$ cat src/hw/fetch_pkg.sv
package fetch_pkg;

  // data and address width
  localparam int unsigned XLEN = 32;

  // trap vector handed to decode
  localparam int unsigned TRAP_LEN = 16;

  // trap bit positions, numbered after the mcause exception codes
  localparam int unsigned TRAP_INST_ADDR_MISALIGNED = 0;
  localparam int unsigned TRAP_INST_ACCESS_FAULT    = 1;
  localparam int unsigned TRAP_INST_PAGE_FAULT      = 12;

  // major opcodes the predictor cares about
  localparam logic [6:0] OPC_BRANCH = 7'b1100011;
  localparam logic [6:0] OPC_JAL    = 7'b1101111;
  localparam logic [6:0] OPC_JALR   = 7'b1100111;

  // register numbers for return detection
  localparam logic [4:0] REG_ZERO = 5'd0;
  localparam logic [4:0] REG_RA   = 5'd1;  // x1, link register

  // class of the word sitting in the fetch stage
  typedef enum logic [2:0] {
    CLS_OTHER,     // anything that falls through
    CLS_BRANCH,    // conditional branch
    CLS_JAL,       // direct jump
    CLS_JALR_RET,  // jalr x0, 0(x1)
    CLS_JALR       // other indirect jumps
  } inst_class_e;

  // jump kind reported by execute
  typedef enum logic [1:0] {
    JT_NONE   = 2'b00,
    JT_JAL    = 2'b01,
    JT_JALR   = 2'b10,
    JT_BRANCH = 2'b11
  } jump_type_e;

endpackage
$ cat src/hw/fetch_top.sv
`timescale 1ns/1ps

module fetch_top #(
  parameter logic [fetch_pkg::XLEN-1:0] RESET_PC    = '0,
  parameter int unsigned                HISLEN      = 8,
  parameter int unsigned                BTB_ENTRIES = 16,
  parameter int unsigned                RAS_DEPTH   = 4
) (
  input  logic                           clk,
  input  logic                           rst_n_i,
  output logic [fetch_pkg::XLEN-1:0]     inst_addr_o,    // to instruction memory
  input  logic [fetch_pkg::XLEN-1:0]     if_rdata_i,
  input  logic                           if_rdata_valid_i,
  input  logic                           ex_branch_valid_i,
  input  logic                           ex_branch_taken_i,
  input  logic [fetch_pkg::XLEN-1:0]     ex_pc_i,
  input  logic [fetch_pkg::XLEN-1:0]     ex_target_i,
  input  logic [HISLEN-1:0]              ex_history_i,
  input  fetch_pkg::jump_type_e          ex_jump_type_i,
  input  logic                           ex_redirect_i,
  input  logic [fetch_pkg::XLEN-1:0]     ex_redirect_pc_i,
  input  logic                           id_ras_push_valid_i,
  input  logic [fetch_pkg::XLEN-1:0]     id_ras_push_data_i,
  input  logic                           id_stall_i,
  output logic                           id_valid_o,
  output logic [fetch_pkg::XLEN-1:0]     id_pc_o,
  output logic [fetch_pkg::XLEN-1:0]     id_inst_o,
  output logic [fetch_pkg::TRAP_LEN-1:0] id_trap_o,
  output logic                           id_pdt_taken_o,
  output logic [HISLEN-1:0]              id_history_o
);
  import fetch_pkg::*;

  logic [XLEN-1:0]     pc;
  logic                stall;
  logic                ram_stall;
  logic [XLEN-1:0]     bpu_pc;
  logic                bpu_pc_valid;
  logic [XLEN-1:0]     inst_data;
  logic [TRAP_LEN-1:0] trap_bus;
  logic                pdt_res;
  logic [HISLEN-1:0]   history;

  pc_gen #(
    .RESET_PC (RESET_PC)
  ) u_pc_gen (
    .clk           (clk),
    .rst_n_i       (rst_n_i),
    .stall_i       (stall),
    .redirect_i    (ex_redirect_i),
    .redirect_pc_i (ex_redirect_pc_i),
    .pdt_valid_i   (bpu_pc_valid),
    .pdt_pc_i      (bpu_pc),
    .pc_o          (pc)
  );

  ifu #(
    .HISLEN      (HISLEN),
    .BTB_ENTRIES (BTB_ENTRIES),
    .RAS_DEPTH   (RAS_DEPTH)
  ) u_ifu (
    .clk                  (clk),
    .rst_n_i              (rst_n_i),
    .inst_addr_i          (pc),
    .if_rdata_valid_i     (if_rdata_valid_i),
    .if_rdata_i           (if_rdata_i),
    .id_stall_i           (id_stall_i),
    .if_flush_i           (ex_redirect_i),
    .ex_branch_valid_i    (ex_branch_valid_i),
    .ex_branch_taken_i    (ex_branch_taken_i),
    .ex_pc_i              (ex_pc_i),
    .ex_history_i         (ex_history_i),
    .ex_jump_type_i       (ex_jump_type_i),
    .ex_target_i          (ex_target_i),
    .id_ras_push_valid_i  (id_ras_push_valid_i),
    .id_ras_push_data_i   (id_ras_push_data_i),
    .ram_stall_valid_if_o (ram_stall),
    .stall_o              (stall),
    .inst_addr_o          (inst_addr_o),
    .inst_data_o          (inst_data),
    .trap_bus_o           (trap_bus),
    .bpu_pc_o             (bpu_pc),
    .bpu_pc_valid_o       (bpu_pc_valid),
    .pdt_res_o            (pdt_res),
    .history_o            (history)
  );

  if_id_reg #(
    .HISLEN (HISLEN)
  ) u_if_id_reg (
    .clk            (clk),
    .rst_n_i        (rst_n_i),
    .valid_i        (!ram_stall),
    .stall_i        (id_stall_i),
    .flush_i        (ex_redirect_i),
    .pc_i           (inst_addr_o),
    .inst_i         (inst_data),
    .trap_i         (trap_bus),
    .pdt_taken_i    (pdt_res),
    .history_i      (history),
    .id_valid_o     (id_valid_o),
    .id_pc_o        (id_pc_o),
    .id_inst_o      (id_inst_o),
    .id_trap_o      (id_trap_o),
    .id_pdt_taken_o (id_pdt_taken_o),
    .id_history_o   (id_history_o)
  );

endmodule

$ cat src/hw/if_id_reg.sv
`timescale 1ns/1ps

module if_id_reg #(
  parameter int unsigned HISLEN = 8
) (
  input  logic                           clk,
  input  logic                           rst_n_i,
  input  logic                           valid_i,      // fetch data present
  input  logic                           stall_i,      // decode back-pressure
  input  logic                           flush_i,      // execute redirect
  input  logic [fetch_pkg::XLEN-1:0]     pc_i,
  input  logic [fetch_pkg::XLEN-1:0]     inst_i,
  input  logic [fetch_pkg::TRAP_LEN-1:0] trap_i,
  input  logic                           pdt_taken_i,
  input  logic [HISLEN-1:0]              history_i,
  output logic                           id_valid_o,
  output logic [fetch_pkg::XLEN-1:0]     id_pc_o,
  output logic [fetch_pkg::XLEN-1:0]     id_inst_o,
  output logic [fetch_pkg::TRAP_LEN-1:0] id_trap_o,
  output logic                           id_pdt_taken_o,
  output logic [HISLEN-1:0]              id_history_o
);

  // flush wins over a decode stall, the held word is on the wrong path
  always_ff @(posedge clk or negedge rst_n_i) begin
    if (!rst_n_i) begin
      id_valid_o     <= 1'b0;
      id_trap_o      <= '0;
      id_pdt_taken_o <= 1'b0;
    end else if (flush_i) begin
      id_valid_o     <= 1'b0;
      id_trap_o      <= '0;
      id_pdt_taken_o <= 1'b0;
    end else if (!stall_i) begin
      id_valid_o     <= valid_i;                    // bubble when memory stalls
      id_trap_o      <= valid_i ? trap_i : '0;
      id_pdt_taken_o <= valid_i && pdt_taken_i;
    end
  end

  // payload is don't-care while id_valid_o is low
  always_ff @(posedge clk) begin
    if (!stall_i) begin
      id_pc_o      <= pc_i;
      id_inst_o    <= inst_i;
      id_history_o <= history_i;
    end
  end

endmodule

$ cat src/hw/ifu.sv
`timescale 1ns/1ps

module ifu #(
  parameter int unsigned HISLEN      = 8,
  parameter int unsigned BTB_ENTRIES = 16,
  parameter int unsigned RAS_DEPTH   = 4
) (
  input  logic                         clk,
  input  logic                         rst_n_i,
  input  logic [fetch_pkg::XLEN-1:0]   inst_addr_i,   // from pc_gen
  input  logic                         if_rdata_valid_i,
  input  logic [fetch_pkg::XLEN-1:0]   if_rdata_i,
  input  logic                         id_stall_i,
  input  logic                         if_flush_i,
  input  logic                         ex_branch_valid_i,
  input  logic                         ex_branch_taken_i,
  input  logic [fetch_pkg::XLEN-1:0]   ex_pc_i,
  input  logic [HISLEN-1:0]            ex_history_i,
  input  fetch_pkg::jump_type_e        ex_jump_type_i,
  input  logic [fetch_pkg::XLEN-1:0]   ex_target_i,
  input  logic                         id_ras_push_valid_i,
  input  logic [fetch_pkg::XLEN-1:0]   id_ras_push_data_i,
  output logic                         ram_stall_valid_if_o,
  output logic                         stall_o,
  output logic [fetch_pkg::XLEN-1:0]   inst_addr_o,
  output logic [fetch_pkg::XLEN-1:0]   inst_data_o,
  output logic [fetch_pkg::TRAP_LEN-1:0] trap_bus_o,
  output logic [fetch_pkg::XLEN-1:0]   bpu_pc_o,
  output logic                         bpu_pc_valid_o,
  output logic                         pdt_res_o,
  output logic [HISLEN-1:0]            history_o
);
  import fetch_pkg::*;

  logic                ram_stall;
  logic                misaligned;
  logic                pred_ok;
  logic                pdt_valid;
  logic                pdt_taken;
  logic [TRAP_LEN-1:0] trap_bus;

  assign ram_stall  = !if_rdata_valid_i;  // memory not ready yet
  assign misaligned = |inst_addr_i[1:0];
  assign pred_ok    = !ram_stall && !misaligned;
  assign stall_o    = ram_stall || id_stall_i;

  bpu #(
    .HISLEN      (HISLEN),
    .BTB_ENTRIES (BTB_ENTRIES),
    .RAS_DEPTH   (RAS_DEPTH)
  ) u_bpu (
    .clk                 (clk),
    .rst_n_i             (rst_n_i),
    .if_pc_i             (inst_addr_i),
    .if_inst_i           (if_rdata_i),
    .stall_i             (stall_o || misaligned),
    .flush_i             (if_flush_i),
    .ex_branch_valid_i   (ex_branch_valid_i),
    .ex_branch_taken_i   (ex_branch_taken_i),
    .ex_pc_i             (ex_pc_i),
    .ex_history_i        (ex_history_i),
    .ex_jump_type_i      (ex_jump_type_i),
    .ex_target_i         (ex_target_i),
    .id_ras_push_valid_i (id_ras_push_valid_i),
    .id_ras_push_data_i  (id_ras_push_data_i),
    .pdt_pc_o            (bpu_pc_o),
    .pdt_valid_o         (pdt_valid),
    .pdt_taken_o         (pdt_taken),
    .history_o           (history_o)
  );

  // no prediction from a word that is not really there
  assign bpu_pc_valid_o = pdt_valid && pred_ok;
  assign pdt_res_o      = pdt_taken && pred_ok;

  always_comb begin
    trap_bus                            = '0;
    trap_bus[TRAP_INST_ADDR_MISALIGNED] = misaligned;
    trap_bus[TRAP_INST_ACCESS_FAULT]    = 1'b0;  // no PMP here
    trap_bus[TRAP_INST_PAGE_FAULT]      = 1'b0;  // bare mode only
  end

  assign trap_bus_o           = trap_bus;
  assign ram_stall_valid_if_o = ram_stall;
  assign inst_addr_o          = inst_addr_i;
  assign inst_data_o          = if_rdata_i;

endmodule

$ cat src/hw/bpu.sv
`timescale 1ns/1ps

module bpu #(
  parameter int unsigned HISLEN      = 8,
  parameter int unsigned BTB_ENTRIES = 16,
  parameter int unsigned RAS_DEPTH   = 4
) (
  input  logic                       clk,
  input  logic                       rst_n_i,
  input  logic [fetch_pkg::XLEN-1:0] if_pc_i,
  input  logic [fetch_pkg::XLEN-1:0] if_inst_i,
  input  logic                       stall_i,     // fetch will repeat, keep state
  input  logic                       flush_i,     // execute redirect
  input  logic                       ex_branch_valid_i,
  input  logic                       ex_branch_taken_i,
  input  logic [fetch_pkg::XLEN-1:0] ex_pc_i,
  input  logic [HISLEN-1:0]          ex_history_i,
  input  fetch_pkg::jump_type_e      ex_jump_type_i,
  input  logic [fetch_pkg::XLEN-1:0] ex_target_i,
  input  logic                       id_ras_push_valid_i,
  input  logic [fetch_pkg::XLEN-1:0] id_ras_push_data_i,
  output logic [fetch_pkg::XLEN-1:0] pdt_pc_o,
  output logic                       pdt_valid_o,
  output logic                       pdt_taken_o,
  output logic [HISLEN-1:0]          history_o
);
  import fetch_pkg::*;

  localparam int unsigned PHT_ENTRIES = 1 << HISLEN;
  localparam int unsigned BTB_IDX_W   = $clog2(BTB_ENTRIES);
  localparam int unsigned TAG_W       = XLEN - BTB_IDX_W - 2;
  localparam int unsigned RAS_PTR_W   = $clog2(RAS_DEPTH);
  localparam int unsigned RAS_CNT_W   = $clog2(RAS_DEPTH + 1);

  logic [1:0]             pht_q [PHT_ENTRIES];  // 2-bit saturating counters
  logic [HISLEN-1:0]      ghr_q;
  logic [BTB_ENTRIES-1:0] btb_valid_q;
  logic [TAG_W-1:0]       btb_tag_q [BTB_ENTRIES];
  logic [XLEN-1:0]        btb_target_q [BTB_ENTRIES];
  logic [XLEN-1:0]        ras_q [RAS_DEPTH];
  logic [RAS_PTR_W-1:0]   ras_ptr_q;            // next free slot
  logic [RAS_CNT_W-1:0]   ras_cnt_q;

  inst_class_e            cls;
  logic [XLEN-1:0]        j_imm;
  logic [HISLEN-1:0]      if_idx;
  logic [HISLEN-1:0]      ex_idx;
  logic [BTB_IDX_W-1:0]   if_btb_idx;
  logic [BTB_IDX_W-1:0]   ex_btb_idx;
  logic                   btb_hit;
  logic                   btb_we;
  logic [RAS_PTR_W-1:0]   ras_top;
  logic [RAS_PTR_W-1:0]   ras_ptr_nxt;
  logic                   ras_empty;
  logic                   ras_pop;
  logic                   update;
  logic                   pdt_taken;

  always_comb begin
    cls = CLS_OTHER;
    case (if_inst_i[6:0])
      OPC_BRANCH: cls = CLS_BRANCH;
      OPC_JAL:    cls = CLS_JAL;
      OPC_JALR: begin
        if (if_inst_i[19:15] == REG_RA && if_inst_i[11:7] == REG_ZERO) begin
          cls = CLS_JALR_RET;
        end else begin
          cls = CLS_JALR;
        end
      end
      default:    cls = CLS_OTHER;
    endcase
  end

  assign j_imm = {{(XLEN-20){if_inst_i[31]}}, if_inst_i[19:12], if_inst_i[20],
                  if_inst_i[30:21], 1'b0};

  assign if_idx     = if_pc_i[HISLEN+1:2] ^ ghr_q;  // gshare hash
  assign ex_idx     = ex_pc_i[HISLEN+1:2] ^ ex_history_i;
  assign if_btb_idx = if_pc_i[BTB_IDX_W+1:2];
  assign ex_btb_idx = ex_pc_i[BTB_IDX_W+1:2];
  assign btb_hit    = btb_valid_q[if_btb_idx] &&
                      btb_tag_q[if_btb_idx] == if_pc_i[XLEN-1:BTB_IDX_W+2];

  assign ras_empty   = (ras_cnt_q == '0);
  assign ras_top     = (ras_ptr_q == '0) ? RAS_PTR_W'(RAS_DEPTH - 1) : ras_ptr_q - 1'b1;
  assign ras_ptr_nxt = (ras_ptr_q == RAS_PTR_W'(RAS_DEPTH - 1)) ? '0 : ras_ptr_q + 1'b1;

  always_comb begin
    pdt_taken = 1'b0;
    pdt_pc_o  = if_pc_i + j_imm;
    case (cls)
      CLS_JAL:      pdt_taken = 1'b1;
      CLS_BRANCH: begin
        pdt_taken = pht_q[if_idx][1] && btb_hit;  // counter >= 2
        pdt_pc_o  = btb_target_q[if_btb_idx];
      end
      CLS_JALR_RET: begin
        pdt_taken = !ras_empty;
        pdt_pc_o  = ras_q[ras_top];
      end
      default:      pdt_taken = 1'b0;  // plain jalr waits for execute
    endcase
  end

  assign pdt_valid_o = pdt_taken;
  assign pdt_taken_o = pdt_taken;
  assign history_o   = ghr_q;

  // speculative state only moves on a fetch that goes forward
  assign update  = !stall_i && !flush_i;
  assign ras_pop = update && cls == CLS_JALR_RET && !ras_empty;
  assign btb_we  = ex_branch_valid_i && ex_branch_taken_i && ex_jump_type_i != JT_NONE;

  always_ff @(posedge clk or negedge rst_n_i) begin
    if (!rst_n_i) begin
      for (int i = 0; i < PHT_ENTRIES; i++) begin
        pht_q[i] <= 2'b01;  // weakly not taken
      end
    end else if (ex_branch_valid_i && ex_jump_type_i == JT_BRANCH) begin
      if (ex_branch_taken_i && pht_q[ex_idx] != 2'b11) begin
        pht_q[ex_idx] <= pht_q[ex_idx] + 2'd1;
      end else if (!ex_branch_taken_i && pht_q[ex_idx] != 2'b00) begin
        pht_q[ex_idx] <= pht_q[ex_idx] - 2'd1;
      end
    end
  end

  always_ff @(posedge clk or negedge rst_n_i) begin
    if (!rst_n_i) begin
      ghr_q <= '0;
    end else if (flush_i) begin
      ghr_q <= ex_history_i;  // back to the history execute saw
    end else if (update && cls == CLS_BRANCH) begin
      ghr_q <= {ghr_q[HISLEN-2:0], pdt_taken};
    end
  end

  always_ff @(posedge clk or negedge rst_n_i) begin
    if (!rst_n_i) begin
      btb_valid_q <= '0;
    end else if (btb_we) begin
      btb_valid_q[ex_btb_idx] <= 1'b1;
    end
  end

  always_ff @(posedge clk) begin
    if (btb_we) begin
      btb_tag_q[ex_btb_idx]    <= ex_pc_i[XLEN-1:BTB_IDX_W+2];
      btb_target_q[ex_btb_idx] <= ex_target_i;
    end
  end

  // circular stack, a push into a full stack overwrites the oldest slot
  always_ff @(posedge clk or negedge rst_n_i) begin
    if (!rst_n_i) begin
      ras_ptr_q <= '0;
      ras_cnt_q <= '0;
    end else if (id_ras_push_valid_i && !ras_pop) begin
      ras_ptr_q <= ras_ptr_nxt;
      if (ras_cnt_q != RAS_CNT_W'(RAS_DEPTH)) begin
        ras_cnt_q <= ras_cnt_q + 1'b1;
      end
    end else if (ras_pop && !id_ras_push_valid_i) begin
      ras_ptr_q <= ras_top;
      ras_cnt_q <= ras_cnt_q - 1'b1;
    end
  end

  always_ff @(posedge clk) begin
    if (id_ras_push_valid_i && ras_pop) begin
      ras_q[ras_top] <= id_ras_push_data_i;  // pop and push swap the top
    end else if (id_ras_push_valid_i) begin
      ras_q[ras_ptr_q] <= id_ras_push_data_i;
    end
  end

endmodule

$ cat src/hw/pc_gen.sv
`timescale 1ns/1ps

module pc_gen #(
  parameter logic [fetch_pkg::XLEN-1:0] RESET_PC = '0
) (
  input  logic                       clk,
  input  logic                       rst_n_i,
  input  logic                       stall_i,        // memory or decode stall
  input  logic                       redirect_i,     // execute redirect strobe
  input  logic [fetch_pkg::XLEN-1:0] redirect_pc_i,
  input  logic                       pdt_valid_i,    // predictor wants a jump
  input  logic [fetch_pkg::XLEN-1:0] pdt_pc_i,
  output logic [fetch_pkg::XLEN-1:0] pc_o
);
  import fetch_pkg::*;

  logic [XLEN-1:0] pc_q;
  logic [XLEN-1:0] pc_d;
  logic [XLEN-1:0] pc_seq;

  assign pc_seq = pc_q + XLEN'(4);

  // redirect beats everything, a stalled fetch simply repeats
  always_comb begin
    if (redirect_i) begin
      pc_d = redirect_pc_i;
    end else if (stall_i) begin
      pc_d = pc_q;
    end else if (pdt_valid_i) begin
      pc_d = pdt_pc_i;
    end else begin
      pc_d = pc_seq;
    end
  end

  always_ff @(posedge clk or negedge rst_n_i) begin
    if (!rst_n_i) begin
      pc_q <= RESET_PC;
    end else begin
      pc_q <= pc_d;
    end
  end

  assign pc_o = pc_q;

endmodule

$ cat config.mk
export PLATFORM = sky130hd
export DESIGN_NAME = fetch_top
export DESIGN_NICKNAME = d
export VERILOG_FILES = /design/src/hw/fetch_pkg.sv /design/src/hw/fetch_top.sv /design/src/hw/if_id_reg.sv /design/src/hw/ifu.sv /design/src/hw/bpu.sv /design/src/hw/pc_gen.sv
export SDC_FILE = /design/constraint.sdc
export NUM_CORES = 2
export LEC_CHECK = 0
export BUFFER_PORTS_ARGS = -buffer_cell sky130_fd_sc_hd__buf_4
export CAP_MARGIN = 0
export CORE_ASPECT_RATIO = 0.7
export CORE_MARGIN = 10
export CORE_UTILIZATION = 55
export DETAILED_ROUTE_END_ITERATION = 12
export PLACE_DENSITY_LB_ADDON = 0.25
export SYNTH_ARGS = -nofsm -noshare
export SYNTH_HDL_FRONTEND = slang
export SYNTH_HIERARCHICAL = 1
export SYNTH_SLANG_ARGS = --single-unit
$ cat constraint.sdc
create_clock -name clk -period 13.5 [get_ports clk]
set_clock_uncertainty 0.1 [all_clocks]
set_input_delay 1.35 -clock clk [delete_from_list [all_inputs] [get_ports clk]]
set_output_delay 1.35 -clock clk [all_outputs]
set_load 0.05 [all_outputs]
==> flow_summary.html <==
<table>
<tr><th>Metric</th><th>Value</th></tr>
<tr><th colspan="2">Timing</th></tr>
<tr><td>Max frequency</td><td>125 MHz</td></tr>
<tr><td>Worst-case setup margin in the final layout</td><td>~5500 ps</td></tr>
<tr><td>Final setup violating endpoints</td><td>0</td></tr>
<tr><td>Worst Max-Slew Pin Slew</td><td>1350 ps</td></tr>
<tr><td>RSZ-0062 raised after global routing</td><td>no</td></tr>
<tr><td>Shortest period the worst path allows</td><td>between 8000 and 9000 ps</td></tr>
<tr><td>Setup TNS Final</td><td>0 ps</td></tr>
<tr><td>Portion of the clock cycle consumed by the worst path in the final layout</td><td>between 50% and 60%</td></tr>
<tr><td>Max-Slew Margin vs Limit</td><td>7.79%</td></tr>
<tr><td>Fin. Hold Viols</td><td>0</td></tr>
<tr><td>Final max-slew violation count</td><td>0</td></tr>
<tr><th colspan="2">Clock network</th></tr>
<tr><td># H-tree levels</td><td>4</td></tr>
<tr><td>Clock latency at the later pin of the worst-skew pair</td><td>approximately 820 ps</td></tr>
<tr><td>CTS clk-pin slew, worst paths</td><td>approximately 70 ps</td></tr>
<tr><td>Number of instances resized during post-cts repair</td><td>0</td></tr>
<tr><td>Buffer type at the clock tree root</td><td>sky130_fd_sc_hd__clkbuf_16</td></tr>
<tr><td>Hold_buf cts</td><td>0</td></tr>
<tr><td>Post-CTS repair timing setup buffer count</td><td>0</td></tr>
<tr><td>Clock tree from TritonCTS</td><td>done</td></tr>
<tr><td>Maximum root-to-sink buffer count</td><td>3</td></tr>
<tr><td>Inserted Clock Buffers</td><td>159</td></tr>
<tr><td>Sink count of the clock tree</td><td>1719</td></tr>
<tr><th colspan="2">Die</th></tr>
<tr><td>Effective utilization at floorplan</td><td>between 50% and 60%</td></tr>
<tr><td>Standard cell core area</td><td>0.136 mm^2</td></tr>
<tr><td>Die height</td><td>about 330 um</td></tr>
<tr><td>Die ar.</td><td>0.153 mm^2</td></tr>
<tr><td>Count of pins on the block boundary</td><td>300</td></tr>
<tr><td>Horizontal extent of the die</td><td>464 um</td></tr>
<tr><td>Row cnt</td><td>roughly 110</td></tr>
<tr><th colspan="2">Worst setup path</th></tr>
<tr><td>Most frequent cell on the critical path</td><td>sky130_fd_sc_hd__buf_4</td></tr>
<tr><td>CP max-delay cell</td><td>sky130_fd_sc_hd__buf_4</td></tr>
<tr><td>Setup crit start kind</td><td>register</td></tr>
<tr><td>Stage delay of the slowest cell on the critical path</td><td>slightly above 800 ps</td></tr>
<tr><td>Worst R2R Path Depth</td><td>18</td></tr>
<tr><td>Crit path kind</td><td>register to register</td></tr>
<tr><td>Kind of end point of the critical path</td><td>register</td></tr>
<tr><td>Sequence of cells on the critical path</td><td>buf_12 -&gt; buf_4 -&gt; buf_4 -&gt; mux4_2 -&gt; nand2_1 -&gt; a31oi_1 -&gt; xnor2_1 -&gt; nand4_1 -&gt; nor4_1 -&gt; nand4b_1 -&gt; a22o_1 -&gt; a221oi_1 -&gt; and4bb_2 -&gt; buf_4 -&gt; or2_1 -&gt; nor3_1 -&gt; and3_1 -&gt; or3_1</td></tr>
<tr><td>Data arrival time of the critical path</td><td>approximately 8600 ps</td></tr>
<tr><td>Required time at the worst-slack endpoint</td><td>14070 ps</td></tr>
<tr><td>Highest fanout seen on the critical path</td><td>roughly 100</td></tr>
<tr><th colspan="2">Final layout</th></tr>
<tr><td>Number of cells in the finished layout apart from fillers</td><td>between 6000 and 7000</td></tr>
<tr><td>Total non-filler cell area in the finished layout</td><td>0.0851 mm^2</td></tr>
<tr><td>Relative area change from synthesis to final layout</td><td>12.2%</td></tr>
<tr><td>Layout Nets</td><td>around 5000</td></tr>
<tr><td>Layout filler cell count</td><td>around 9700</td></tr>
<tr><td>Fraction of layout cells with a size suffix above 1</td><td>between 30 and 40%</td></tr>
<tr><th colspan="2">Global routing</th></tr>
<tr><td>First-pass GRT wire length</td><td>305000 um</td></tr>
<tr><td>GR Util All Layers</td><td>between 20% and 30%</td></tr>
<tr><td>Maximum number of pins on one net before global-route repair</td><td>178</td></tr>
<tr><td>Number of global-route vias before repair</td><td>about 44000</td></tr>
<tr><td>Total gr overflow</td><td>0</td></tr>
<tr><td>Initial antenna violation count</td><td>20</td></tr>
<tr><th colspan="2">Power</th></tr>
<tr><td>Power density cells</td><td>148 mW/mm^2</td></tr>
<tr><td>Total chip power</td><td>~13 mW</td></tr>
<tr><td>Leakage component of the power</td><td>between 30 and 40 nW</td></tr>
<tr><td>Largest vdd supply drop</td><td>between 0.0001 and 0.00015 V</td></tr>
<tr><th colspan="2">Logic synthesis</th></tr>
<tr><td>Share of Yosys cell area claimed by the top area cell type</td><td>44.6%</td></tr>
<tr><td>Number of distinct library cell variants in the gate-level netlist after synthesis</td><td>96</td></tr>
<tr><td>Sequential cell area fraction in the yosys report</td><td>between 60% and 70%</td></tr>
<tr><td>Number of register bits inferred by synthesis</td><td>around 1700</td></tr>
<tr><td>Top post-synthesis cells by area</td><td>sky130_fd_sc_hd__edfxtp_1 (45%), sky130_fd_sc_hd__mux4_2 (15%), sky130_fd_sc_hd__dfrtp_1 (11%)</td></tr>
<tr><td>Cell count after synthesis</td><td>between 4000 and 5000</td></tr>
<tr><td>Synth Flop Type</td><td>sky130_fd_sc_hd__edfxtp_1</td></tr>
<tr><td>Proportion of register bits with asynchronous set or reset after synthesis</td><td>34.4%</td></tr>
<tr><td>Post-Syn Area</td><td>approximately 0.076 mm^2</td></tr>
<tr><td>Synthesized area per cell</td><td>roughly 16 um^2</td></tr>
<tr><td>Count of flip-flops with a built-in enable after synthesis</td><td>around 1100</td></tr>
<tr><td>Cell type with the highest aggregate area in the netlist</td><td>sky130_fd_sc_hd__edfxtp_1</td></tr>
<tr><td>Synth Warn #</td><td>6</td></tr>
<tr><th colspan="2">Route</th></tr>
<tr><td>Number of design-rule violations left by the first detailed-router iteration</td><td>slightly above 6000</td></tr>
<tr><td>Wire length per cell after detailed routing</td><td>about 30 um</td></tr>
<tr><td>Total detailed-routing wirelength</td><td>around 210000 um</td></tr>
<tr><td>Total number of vias</td><td>between 40000 and 50000</td></tr>
<tr><td>DRC violations left</td><td>0</td></tr>
<tr><td>Vias per cell</td><td>around 6.5</td></tr>
<tr><td>Pre-Repair DR Iteration Count</td><td>6</td></tr>
<tr><td>DRT antenna net count</td><td>0</td></tr>
<tr><th colspan="2">Place</th></tr>
<tr><td>Number of buffers added on ports</td><td>~300</td></tr>
<tr><td>Area of placed instances</td><td>between 0.07 and 0.08 mm^2</td></tr>
<tr><td>HPWL after detailed placement</td><td>~130000 um</td></tr>
<tr><td>Placed Cells incl. Taps</td><td>roughly 6600</td></tr>
<tr><td>DP Worst Slack</td><td>just under 5000 ps</td></tr>
<tr><td>Global placement routability congestion</td><td>a little over 0.9</td></tr>
<tr><th colspan="2">Run</th></tr>
<tr><td>Max-capacitance violation count</td><td>0</td></tr>
<tr><th colspan="2">Min path</th></tr>
<tr><td>Count of cells along the worst hold path</td><td>1</td></tr>
<tr><td>Class of the most critical hold timing path</td><td>register to register</td></tr>
<tr><th colspan="2">Status</th></tr>
<tr><td>Outcome</td><td>finished, final reports clean</td></tr>
</table>
-- cells in the mapped netlist, drive strengths merged (38+ instances only) --
library cell and instances:
nor2 104, o21ai 354, clkbuf 122, ha 38, dfstp 256, mux2i 57
xnor2 51, a21oi 62, nor3 42, edfxtp 1128, mux4 520, nand2 651
a22oi 43, dfrtp 335, mux2 268, buf 230
-- power by group --
| part | internal (mW) | switching (mW) |
|---|---|---|
| clock | 2.52 | 2.05 |
| sequential | 5.87 | 0.134 |
| combinational | 0.748 | 1.27 |
| total | 9.13 | 3.45 |
-- cell type report --
cell class	instances	area (um^2)	area share, %
Multi-Input combinational cell	2614	25300	29.7
Timing Repair Buffer	402	3050	3.58
Tap cell	1840	2300	2.70
Clock buffer	208	4330	5.08
Inverter	38	148	0.173
Sequential cell	1719	49000	57.5
Antenna cell	7	17.5	0.0206
Clock inverter	86	1030	1.21
-- logic make-up (layout without fill, tap and decap cells) --
logic type | after synthesis | in the layout | share of synthesized area [%]
buffers and inverters | 390 | 734 | 2.67
AOI/OAI and AO/OA | 658 | 658 | 5.30
xor gates and xnor gates | 84 | 84 | 1.01
muxes | 845 | 845 | 20.2
and+or+nand+nor | 972 | 972 | 5.59
adders and majority gates | 40 | 40 | 0.679
DFF | 1719 | 1719 | 64.6
other | 1 | 22 | 0.00494
-- per-layer routing --
layer	global-route usage (%)	wire length (um)
met5	0	77
met1	39.3	85500
met2	38.3	90000
met3	8.72	25600
met4	8.54	6060
-- worst max-delay path: cells and delay by family (launching register included) --
family,cells,cell delay [ps]
mux,1,370
buf+inv,4,2460
simple gates,9,2710
flops,1,590
compound gates,3,1230
xor+xnor,1,190
-- through the flow --
stage,utilization [%],hold slack [ps]
after detailed placement,58.5,350
after floorplan,-,334
after global placement,58.5,346
after global routing,62.5,385
final,62.5,368
after CTS,62.5,365
-- cell usage in the layout (no fill, tap or decap), drive strengths merged, types with 16 or more instances in the layout --
cell type  instances
buf              402
a32o              16
nand2            651
clkinv            71
or2               21
nand4             22
mux2             268
o21ai            354
a31oi             23
inv               40
xnor2             51
edfxtp          1128
o211ai            16
ha                38
mux4             520
nor2b             17
dfrtp            335
a21oi             62
xor2              33
dfstp            256
a22oi             43
nor4              17
nor3              42
nand3             23
nor2             104
clkbuf           208
and2              17
a211oi            16
mux2i             57
-- worst paths after layout --
check                                            startpoint  slack, ps                          end
worst max-delay path                       u_pc_gen/pc_o[3]       5490            u_pc_gen/pc_o[17]
worst min-delay path            u_ifu/u_bpu/btb_valid_q[14]        370  u_ifu/u_bpu/btb_valid_q[14]
worst max register to register             u_pc_gen/pc_o[3]       5490            u_pc_gen/pc_o[17]
worst min register to register  u_ifu/u_bpu/btb_valid_q[14]        370  u_ifu/u_bpu/btb_valid_q[14]
max in group asynchronous                           rst_n_i      10150       u_ifu/u_bpu/pht_q[297]
min in group asynchronous                           rst_n_i        530     u_if_id_reg/id_trap_o[4]
No activity file was read; power rests on OpenSTA's default activity.
